## src/tpu_pkg.sv

```systemverilog
package tpu_pkg;

    // Element and accumulator widths
    localparam int DATA_W = 8;
    localparam int ACC_W  = 20;   // 4 products of 8x8 plus headroom

    // Activation limits for the output byte
    localparam int ACT_MIN = 0;
    localparam int ACT_MAX = 2**(DATA_W-1) - 1;

    typedef logic signed [DATA_W-1:0] data_t;
    typedef logic signed [ACC_W-1:0]  acc_t;

    // Which buffer a load beat goes to
    typedef enum logic {
        OP_LOAD_FEATURE = 1'b0,
        OP_LOAD_WEIGHT  = 1'b1
    } opcode_e;

    // Host load stream payload
    typedef struct packed {
        opcode_e op;
        data_t   data;
    } load_beat_t;

    // Operand moving through the systolic grid
    typedef struct packed {
        logic  valid;
        data_t data;
    } operand_t;

    // Run phases of the feeder
    typedef enum logic [1:0] {
        PH_IDLE   = 2'd0,
        PH_FEED   = 2'd1,
        PH_SETTLE = 2'd2,
        PH_DRAIN  = 2'd3
    } phase_e;

endpackage

```

## src/mac_cell.sv

```systemverilog
`timescale 1ns/1ps

module mac_cell (
    input  logic              clk,
    input  logic              rst,
    input  logic              clear,
    input  tpu_pkg::operand_t west_in,
    input  tpu_pkg::operand_t north_in,
    output tpu_pkg::operand_t east_out,
    output tpu_pkg::operand_t south_out,
    output tpu_pkg::acc_t     acc
);
    import tpu_pkg::*;

    logic signed [2*DATA_W-1:0] product;
    logic                       both_valid;

    assign product    = west_in.data * north_in.data;
    assign both_valid = west_in.valid && north_in.valid;

    always_ff @(posedge clk) begin
        if (rst || clear) begin
            acc <= '0;
        end else if (both_valid) begin
            acc <= acc + acc_t'(product);   // Sign-extended product
        end
    end

    // Operands move one hop per cycle
    always_ff @(posedge clk) begin
        east_out  <= west_in;
        south_out <= north_in;
        if (rst) begin
            east_out.valid  <= 1'b0;
            south_out.valid <= 1'b0;
        end
    end

    // Feeder skew must line up both operand streams at every cell
    assert property (@(posedge clk) disable iff (rst)
        west_in.valid == north_in.valid)
        else $error("mac_cell: west and north operands misaligned");

endmodule

```

## src/matrix_buffer.sv

```systemverilog
`timescale 1ns/1ps

module matrix_buffer #(
    parameter int N = 4
) (
    input  logic                           clk,
    input  logic                           rst,
    input  logic                           load_valid,
    output logic                           load_ready,
    input  tpu_pkg::load_beat_t            load_beat,
    input  logic                           busy,
    input  logic [$clog2(N)-1:0]           step,
    output tpu_pkg::data_t [N-1:0]         a_col,
    output tpu_pkg::data_t [N-1:0]         w_row
);
    import tpu_pkg::*;

    localparam int DEPTH = N * N;
    localparam int IDX_W = $clog2(DEPTH);

    data_t feat_mem [DEPTH];    // Matrix A in row-major order
    data_t wgt_mem  [DEPTH];    // Matrix W in row-major order

    logic [IDX_W-1:0] feat_idx;
    logic [IDX_W-1:0] wgt_idx;
    logic             load_fire;
    logic             is_weight;

    // Write index wraps back to element 0 after a full matrix
    function automatic logic [IDX_W-1:0] next_idx(input logic [IDX_W-1:0] idx);
        if (idx == IDX_W'(DEPTH - 1)) begin
            return '0;
        end
        return idx + 1'b1;
    endfunction

    assign load_ready = !busy;                  // No loads while a run reads the buffers
    assign load_fire  = load_valid && load_ready;
    assign is_weight  = (load_beat.op == OP_LOAD_WEIGHT);

    always_ff @(posedge clk) begin
        if (load_fire) begin
            if (is_weight) begin
                wgt_mem[wgt_idx] <= load_beat.data;
            end else begin
                feat_mem[feat_idx] <= load_beat.data;
            end
        end
    end

    always_ff @(posedge clk) begin
        if (rst) begin
            feat_idx <= '0;
            wgt_idx  <= '0;
        end else if (load_fire) begin
            if (is_weight) begin
                wgt_idx <= next_idx(wgt_idx);
            end else begin
                feat_idx <= next_idx(feat_idx);
            end
        end
    end

    // Column k of A goes west and row k of W goes north
    always_comb begin
        for (int r = 0; r < N; r++) begin
            a_col[r] = feat_mem[r*N + int'(step)];
            w_row[r] = wgt_mem[int'(step)*N + r];
        end
    end

    // The feeder walks the columns in order at one per cycle
    assert property (@(posedge clk) disable iff (rst)
        step != '0 |-> busy && step == $past(step) + 1'b1)
        else $error("matrix_buffer: step out of sequence");

endmodule

```

## src/skew_feeder.sv

```systemverilog
`timescale 1ns/1ps

module skew_feeder #(
    parameter int N = 4
) (
    input  logic                           clk,
    input  logic                           rst,
    input  logic                           start_valid,
    output logic                           start_ready,
    output logic                           busy,
    output logic [$clog2(N)-1:0]           step,
    input  tpu_pkg::data_t [N-1:0]         a_col,
    input  tpu_pkg::data_t [N-1:0]         w_row,
    output tpu_pkg::operand_t [N-1:0]      west_in,
    output tpu_pkg::operand_t [N-1:0]      north_in,
    output logic                           clear,
    output logic                           grid_done,
    input  logic                           drain_done
);
    import tpu_pkg::*;

    localparam int STEP_W        = $clog2(N);
    localparam int FEED_CYCLES   = N + 2*(N-1);   // Steps plus skew through the grid
    localparam int SETTLE_CYCLES = 2;
    localparam int CNT_W         = $clog2(FEED_CYCLES + 1);

    phase_e           phase;
    logic [CNT_W-1:0] cnt;
    logic             feed_valid;

    assign start_ready = (phase == PH_IDLE);
    assign busy        = (phase != PH_IDLE);
    assign feed_valid  = (phase == PH_FEED) && (cnt < CNT_W'(N));
    assign step        = feed_valid ? cnt[STEP_W-1:0] : '0;

    always_ff @(posedge clk) begin
        if (rst) begin
            phase     <= PH_IDLE;
            cnt       <= '0;
            clear     <= 1'b0;
            grid_done <= 1'b0;
        end else begin
            clear     <= 1'b0;
            grid_done <= 1'b0;
            case (phase)
                PH_IDLE: begin
                    if (start_valid) begin
                        phase <= PH_FEED;
                        cnt   <= '0;
                        clear <= 1'b1;      // Zero accumulators before first product
                    end
                end
                PH_FEED: begin
                    if (cnt == CNT_W'(FEED_CYCLES - 1)) begin
                        phase <= PH_SETTLE;
                        cnt   <= '0;
                    end else begin
                        cnt <= cnt + 1'b1;
                    end
                end
                PH_SETTLE: begin
                    if (cnt == CNT_W'(SETTLE_CYCLES - 1)) begin
                        phase     <= PH_DRAIN;
                        cnt       <= '0;
                        grid_done <= 1'b1;
                    end else begin
                        cnt <= cnt + 1'b1;
                    end
                end
                PH_DRAIN: if (drain_done) phase <= PH_IDLE;   // Last result taken
                default:  phase <= PH_IDLE;
            endcase
        end
    end

    // Row i and column i share the same delay depth of i+1 registers
    for (genvar i = 0; i < N; i++) begin : g_skew
        operand_t west_pipe  [i+1];
        operand_t north_pipe [i+1];

        always_ff @(posedge clk) begin
            west_pipe[0]  <= '{valid: feed_valid, data: a_col[i]};
            north_pipe[0] <= '{valid: feed_valid, data: w_row[i]};
            for (int d = 1; d <= i; d++) begin
                west_pipe[d]  <= west_pipe[d-1];
                north_pipe[d] <= north_pipe[d-1];
            end
            if (rst) begin
                for (int d = 0; d <= i; d++) begin
                    west_pipe[d].valid  <= 1'b0;
                    north_pipe[d].valid <= 1'b0;
                end
            end
        end

        assign west_in[i]  = west_pipe[i];
        assign north_in[i] = north_pipe[i];
    end

    // The drain can only finish a run that handed it results
    assert property (@(posedge clk) disable iff (rst)
        drain_done |-> phase == PH_DRAIN)
        else $error("skew_feeder: drain_done outside the drain phase");

endmodule

```

## src/result_drain.sv

```systemverilog
`timescale 1ns/1ps

module result_drain #(
    parameter int N = 4
) (
    input  logic                          clk,
    input  logic                          rst,
    input  logic                          grid_done,
    input  tpu_pkg::acc_t [N*N-1:0]       grid_acc,
    output logic                          out_valid,
    input  logic                          out_ready,
    output tpu_pkg::data_t                out_data,
    output logic                          out_last,
    output logic                          drain_done
);
    import tpu_pkg::*;

    localparam int COUNT = N * N;
    localparam int IDX_W = $clog2(COUNT);

    data_t            res_buf [COUNT];
    logic [IDX_W-1:0] idx;          // Row-major read position
    logic             out_fire;

    // Clip negatives to zero, saturate at the top of the byte
    function automatic data_t activate(input acc_t v);
        if (v < acc_t'(ACT_MIN)) begin
            return data_t'(ACT_MIN);
        end else if (v > acc_t'(ACT_MAX)) begin
            return data_t'(ACT_MAX);
        end
        return v[DATA_W-1:0];
    endfunction

    always_ff @(posedge clk) begin
        if (grid_done) begin
            for (int e = 0; e < COUNT; e++) begin
                res_buf[e] <= activate(grid_acc[e]);
            end
        end
    end

    assign out_fire   = out_valid && out_ready;
    assign out_data   = res_buf[idx];
    assign out_last   = out_valid && (idx == IDX_W'(COUNT - 1));
    assign drain_done = out_fire && out_last;    // Feeder may go idle

    always_ff @(posedge clk) begin
        if (rst) begin
            out_valid <= 1'b0;
            idx       <= '0;
        end else if (grid_done) begin
            out_valid <= 1'b1;      // Same edge as the capture
            idx       <= '0;
        end else if (out_fire) begin
            if (out_last) begin
                out_valid <= 1'b0;
                idx       <= '0;
            end else begin
                idx <= idx + 1'b1;
            end
        end
    end

    // Stalled beat must not change under the host
    assert property (@(posedge clk) disable iff (rst)
        out_valid && !out_ready |=> out_valid && $stable(out_data))
        else $error("result_drain: output changed while stalled");

endmodule

```

## src/tpu_top.sv

```systemverilog
`timescale 1ns/1ps

module tpu_top #(
    parameter int N = 4
) (
    input  logic                clk,
    input  logic                rst,
    input  logic                load_valid,
    output logic                load_ready,
    input  tpu_pkg::load_beat_t load_beat,
    input  logic                start_valid,
    output logic                start_ready,
    output logic                out_valid,
    input  logic                out_ready,
    output tpu_pkg::data_t      out_data,
    output logic                out_last
);
    import tpu_pkg::*;

    logic                   busy;
    logic [$clog2(N)-1:0]   step;
    data_t    [N-1:0]       a_col;
    data_t    [N-1:0]       w_row;
    operand_t [N-1:0]       west_in;
    operand_t [N-1:0]       north_in;
    logic                   clear;
    logic                   grid_done;
    logic                   drain_done;
    acc_t     [N*N-1:0]     grid_acc;     // Row-major, i*N + j

    operand_t east_bus  [N][N];
    operand_t south_bus [N][N];

    matrix_buffer #(.N(N)) u_buffer (
        .clk        (clk),
        .rst        (rst),
        .load_valid (load_valid),
        .load_ready (load_ready),
        .load_beat  (load_beat),
        .busy       (busy),
        .step       (step),
        .a_col      (a_col),
        .w_row      (w_row)
    );

    skew_feeder #(.N(N)) u_feeder (
        .clk         (clk),
        .rst         (rst),
        .start_valid (start_valid),
        .start_ready (start_ready),
        .busy        (busy),
        .step        (step),
        .a_col       (a_col),
        .w_row       (w_row),
        .west_in     (west_in),
        .north_in    (north_in),
        .clear       (clear),
        .grid_done   (grid_done),
        .drain_done  (drain_done)
    );

    for (genvar i = 0; i < N; i++) begin : g_row
        for (genvar j = 0; j < N; j++) begin : g_col
            operand_t cell_w;
            operand_t cell_n;

            // Edge cells take their operands straight from the feeder
            if (j == 0) begin : g_w_edge
                assign cell_w = west_in[i];
            end else begin : g_w_int
                assign cell_w = east_bus[i][j-1];
            end
            if (i == 0) begin : g_n_edge
                assign cell_n = north_in[j];
            end else begin : g_n_int
                assign cell_n = south_bus[i-1][j];
            end

            mac_cell u_cell (
                .clk       (clk),
                .rst       (rst),
                .clear     (clear),
                .west_in   (cell_w),
                .north_in  (cell_n),
                .east_out  (east_bus[i][j]),
                .south_out (south_bus[i][j]),
                .acc       (grid_acc[i*N + j])
            );
        end
    end

    result_drain #(.N(N)) u_drain (
        .clk        (clk),
        .rst        (rst),
        .grid_done  (grid_done),
        .grid_acc   (grid_acc),
        .out_valid  (out_valid),
        .out_ready  (out_ready),
        .out_data   (out_data),
        .out_last   (out_last),
        .drain_done (drain_done)
    );

endmodule

```

## config.mk

```make
export PLATFORM = sky130hd
export DESIGN_NAME = tpu_top
export DESIGN_NICKNAME = d
export VERILOG_FILES = /design/src/tpu_pkg.sv /design/src/mac_cell.sv /design/src/matrix_buffer.sv /design/src/skew_feeder.sv /design/src/result_drain.sv /design/src/tpu_top.sv
export SDC_FILE = /design/constraint.sdc
export NUM_CORES = 2
export LEC_CHECK = 0
export BUFFER_PORTS_ARGS = -buffer_cell sky130_fd_sc_hd__buf_4
export CAP_MARGIN = 5
export CORE_MARGIN = 5
export CORE_UTILIZATION = 60
export DETAILED_ROUTE_END_ITERATION = 16
export PLACE_DENSITY_LB_ADDON = 0.25
export SYNTH_ARGS = -nofsm -noshare
export SYNTH_HDL_FRONTEND = slang
export SYNTH_HIERARCHICAL = 1
export SYNTH_SLANG_ARGS = --single-unit
```

## constraint.sdc

```tcl
create_clock -name clk -period 12.85 [get_ports clk]
set_clock_uncertainty 0.1 [all_clocks]
set_input_delay 0 -clock clk [delete_from_list [all_inputs] [get_ports clk]]
set_output_delay 0 -clock clk [all_outputs]
set_load 0.005 [all_outputs]
```

### Yosys cells after proc, flatten, opt, wreduce, memory -nomap -nowiden

Memory sizes are Yosys's and may differ from the RTL's. A register that Yosys moved wholly into a read port is not among the register bits.
Cells that the tools add are included.

| word-level totals | value |
|---|---|
| output and inout port bits | 12 |
| memories | 11 |
| bits of input ports | 14 |
| memory bits (writable) | 564 |
| logic and storage cells | 397 |
| register bits | 557 |

| cells by class | value |
|---|---|
| multiplexer cells | 170 |
| add/sub/neg operators | 26 |
| eq/ne operators | 12 |
| $mul | 16 |
| bitwise logic cells | 21 |
| reductions and logical operators | 36 |
| $lt $le $gt $ge | 33 |

Memory list:

| name | words | width | rd ports | clocked after memory_dff | wr ports | line | text |
|---|---|---|---|---|---|---|---|
| u_buffer.feat_mem | 16 | 8 | 4 | 0 | 1 | matrix_buffer.sv:21 | `data_t feat_mem [DEPTH];` |
| u_buffer.wgt_mem | 16 | 8 | 4 | 0 | 1 | matrix_buffer.sv:22 | `data_t wgt_mem [DEPTH];` |
| u_drain.res_buf | 16 | 8 | 1 | 1 | 16 | result_drain.sv:21 | `data_t res_buf [COUNT];` |
| u_feeder.g_skew[3].north_pipe | 4 | 9 | 4 | 0 | 4 | skew_feeder.sv:79 | `operand_t north_pipe [i+1];` |
| u_feeder.g_skew[3].west_pipe | 4 | 9 | 4 | 0 | 4 | skew_feeder.sv:78 | `operand_t west_pipe [i+1];` |
| u_feeder.g_skew[2].north_pipe | 3 | 9 | 3 | 0 | 3 | skew_feeder.sv:79 |  |
| +5 memories | - | - | - | - | - | - |  |

Operators with widths:

| kind | count |
|---|---|
| $mux 8 | 64 |
| $add 20x16->20 | 16 |
| $gt 20x8->1 const B | 16 |
| $lt 20x1->1 const B | 16 |
| $mul 8x8->16 | 16 |
| $mux 1 | 89 |
| $mux 4 | 10 |
| $logic_and 1x1->1 | 21 |
| $add 4x1->4 const B | 5 |
| $or 1x1->1 const A | 18 |
| $eq 4x4->1 const B | 4 |
| $pmux 4 s3 | 1 |
| $mux 2 | 5 |
| $add 4x2->4 const A | 2 |
| $add 4x2->4 const B | 2 |
| $pmux 2 s4 | 1 |
| $reduce_and 2->1 | 4 |
| $ne 2x2->1 const B | 3 |
| $reduce_bool 2->1 | 3 |
| $reduce_or 2->1 | 3 |
| $add 3x2->4 const A | 1 |
| $eq 2x2->1 const B | 2 |
| $eq 4x1->1 const B | 1 |
| $lt 4x3->1 const B | 1 |
| other kinds (8) | 10 |

### Longest topological paths before layout

| logic depth | value |
|---|---|
| depth after elaboration | 6 |
| gate-level depth with buffers | 20 |
| depth with buffers taken out | 19 |

### Hierarchy

The synthesis kept the hierarchy.

Modules (own cells, without submodules):

| module | seq. area each (sq um) | area each (sq um) | cells each | instances |
|---|---|---|---|---|
| mac_cell (g_row[0].g_col[0].u_cell ...) | 760.7 | 4649.5 | 481 | 7 |
| mac_cell (g_row[2].g_col[0].u_cell ...) | 760.7 | 4712.0 | 481 | 3 |
| mac_cell (g_row[3].g_col[0].u_cell ...) | 760.7 | 4630.7 | 481 | 3 |
| matrix_buffer | 7847.5 | 10002.1 | 436 | 1 |
| result_drain | 4023.9 | 6930.4 | 445 | 1 |
| mac_cell (g_row[3].g_col[3].u_cell) | 760.7 | 4708.3 | 489 | 1 |
| mac_cell (g_row[2].g_col[3].u_cell) | 760.7 | 4688.2 | 480 | 1 |
| mac_cell (g_row[0].g_col[2].u_cell) | 760.7 | 4664.5 | 481 | 1 |
| skew_feeder | 3443.3 | 4240.3 | 284 | 1 |

### Least setup slack after synthesis

No wires, ideal clock.

| path | value |
|---|---|
| kind | reg2reg |
| from | register g_row[2].g_col[3].u_cell/south_out[0] (netlist name) |
| to | register g_row[3].g_col[3].u_cell.acc[19] |
| data required time | 12.626 ns |
| clock period less this slack | 5.733 ns |
| stages on the path, launching flop included | 17 |
| setup time | 0.124 ns |
| path buffers | 0 |
| slack | 7.117 ns |
| data arrival time | 5.509 ns |
| cells stage by stage | dfxtp_1 and2_1 inv_1 fa_1 inv_1 fa_1 fa_1 fa_1 fa_1 ha_1 o21ai_0 or2b_1 a21o_1 nor4b_4 a311oi_4 mux2_2 a2111o_1 |

| on the way | value |
|---|---|
| longest elaborated chain between the ends | 2 |

RTL lines:

| element | line | text |
|---|---|---|
| start: declaration | mac_cell.sv:10 | `output tpu_pkg::operand_t south_out,` |
| start signal: assignment | mac_cell.sv:32 | `south_out <= north_in;` |
| $mul 8x8->16 | mac_cell.sv:18 | `assign product = west_in.data * north_in.data;` |
| $add 20x16->20 | mac_cell.sv:25 | `acc <= acc + acc_t'(product);` |
| end signal: assignment | mac_cell.sv:25 |  |
| end: declaration | mac_cell.sv:11 | `output tpu_pkg::acc_t acc` |

No other way between the ends.
A chain may end at the register's enable or synchronous reset.

### Worst setup path after layout

Same ends and word-level chain as after synthesis.

==> metrics.cfg <==
[status]
status = finished clean

[final_layout]
seq_area_um2 = 26100
fin_cells = 10900
nNetsFinal = 11000
multi_input_area_um2 = 61000
fillers = 12100
syn2layout_area_growth_pct = 6.39
post_route_cells_drive_above_1_share = 0.0555

[floorplanning]
die_w_um = 406
initial_utilization = 0.604
num_rows = 145
die_area_um2 = 165000
die_h_um = 406
num_io_pins = 26
core_um2 = 156000

[power_and_ir_drop]
p_leak_nw = 45.6
vdd_drop_max_uv = 349
powerDensity_nw_per_um2 = 221

[sta]
worst_pin_slew_ps = 1030
rsz0062_at_grt = false
setup_viol = 0
post-route-min-period_ps = 6260
period_share = 0.487
max_freq_mhz = 160
slew_headroom = 0.313
maxSlewViolCount = 0
final-hold-violation-count = 0
fin_setup_tns_ps = 0
holdWs_ps = 107

[worst_setup_path]
crit_type = flip-flop to flip-flop
cp.arrival_ps = 6770
cp_max_fo = 13
required_ps = 13360
critPathCaptureType = flip-flop
setup.worst_path.start_class = flip-flop

[placement]
placed_cells = 10700
io_buffers = 25
dpl.hpwl_um = 166000
routabilityCongestion = 0.891

[global_route]
grt_util_all_layers = 0.266
grt_pass1_wl_um = 351000
grt_max_degree = 59
grt_pass1_vias = 66400
antenna_found_initial = 6
overflow = 0

[job]
max-cap-violations = 0

[routing]
wire_per_inst_um = 19.3
wl_um = 211000
via_per_inst = 5.60
drtAntennaViolNets = 0
num_vias = 61300
dr.pass1.iters = 5
drc = 0
drt_iter0_drc = 3948

[clocking]
clockRootBuffer = clkbuf_16
clock-sinks = 1109
cts_buffer_depth = 3
cts_setup_buffers = 0
clk_pin_slew_ps = 60
insertion_delay_ps = 760
cts_tree = built
htreeDepth = 3
cts_buffers = 117
cts_resized = 0

[worst_hold_path]
hold_class = input pin to flip-flop

[synthesis]
synth_area_um2 = 94300
avgSynthCellArea_um2 = 10.7
synth_cells = 8788
synth_warnings = 6

-- area by class of cell --
type,instances,area share
clock inverter,78,0.00973
clock buffer,146,0.0317
timing repair buffer,63,0.00514
antenna,2,0.0000499
sequential,1109,0.260
tap,2058,0.0257
multi-input combinational,5878,0.608
inverter,1613,0.0603
-- layer usage --
| metal | global-route usage | routed length (um) | up-vias |
|---|---|---|---|
| met4 | 0.0734 | 6490 | 2 |
| met5 | 0 | 14 | - |
| met2 | 0.459 | 104000 | 1589 |
| met1 | 0.360 | 89400 | 31100 |
| met3 | 0.0317 | 10900 | 347 |
| li1 | - | - | 28300 |
-- sequential cells by signal, summed over array words and instances, names as in the netlist, 2 cells and up, named ones only --
signal / count
u_feeder/g_skew.north_pipe: 81
u_feeder/cnt: 4
u_drain/res_buf: 128
g_row.g_col.u_cell/south_out: 108
u_feeder/phase: 2
u_buffer/feat_idx: 4
u_drain/idx: 4
u_buffer/wgt_mem: 128
u_buffer/feat_mem: 128
u_buffer/wgt_idx: 4
u_feeder/g_skew.west_pipe: 83
g_row.g_col.u_cell/east_out: 108
g_row.g_col.u_cell/acc: 320
-- final timing paths --
| path | cells past startpoint | to | slack [ps] | start |
|---|---|---|---|---|
| setup / recovery | 16 | g_row[3].g_col[3].u_cell/acc[19] | 6590 | g_row[2].g_col[3].u_cell/south_out[0] |
| hold / removal | 5 | flip-flop | 110 | out_ready |
| setup reg to reg | 16 | g_row[3].g_col[3].u_cell/acc[19] | 6590 | g_row[2].g_col[3].u_cell/south_out[0] |
| hold reg to reg | 0 | u_feeder/g_skew[3].north_pipe[0][20] | 200 | u_feeder/g_skew[3].north_pipe[0][11] |
-- report_power, final --
part,leakage (nW),switching [mW],total [mW],internal (mW)
Sequential,9.46,0.212,3.95,3.73
Clock,2.02,1.57,3.61,2.04
Combinational,34.2,8.31,14.6,6.32
-- cells in the final DEF (no fill, tap or decap), types with 59 or more instances in the layout --
| cell type | count |
|---|---|
| fa_1 | 1408 |
| ha_1 | 753 |
| and2_1 | 539 |
| edfxtp_1 | 384 |
| o41a_1 | 105 |
| o21ai_0 | 131 |
| inv_1 | 1590 |
| dfxtp_1 | 722 |
| nand2_1 | 909 |
| o21ai_1 | 59 |
| clkbuf_16 | 119 |
| a211oi_1 | 74 |
| a21oi_1 | 377 |
| nand3_1 | 81 |
| mux4_2 | 88 |
| nor2_1 | 344 |
| xnor2_1 | 198 |
-- metrics by stage --
stage | setup WS, ps | total power, mW | cell area, um^2 | util
floorplan | 7130 | 15.5 | 94400 | -
global placement | 6740 | 18.1 | 96000 | 0.615
detailed placement | 6620 | 18.5 | 96000 | 0.615
CTS | 6590 | 22.2 | 100000 | 0.642
global route | 6310 | 24.5 | 100000 | 0.642
finish | 6590 | 22.2 | 100000 | 0.642
-- critical path: stages (launching register included) --
cell      delay, ps
dfxtp_1         470
and2_1          740
inv_1           130
fa_1            520
inv_1            60
fa_1            480
fa_1            560
fa_1            420
fa_1            390
ha_1            360
o21ai_0         190
or2b_1          270
a21o_1          220
nor4b_4         150
a311oi_4        350
mux2_2          380
a2111o_1        350
-- what timing repair did --
| item | in CTS | in global routing |
|---|---|---|
| endpoints found under the hold margin | 459 | 0 |
| endpoints found under the setup margin | 0 | 0 |
| hold buffers | 17 | 0 |
(Power assumes the default switching activity.)
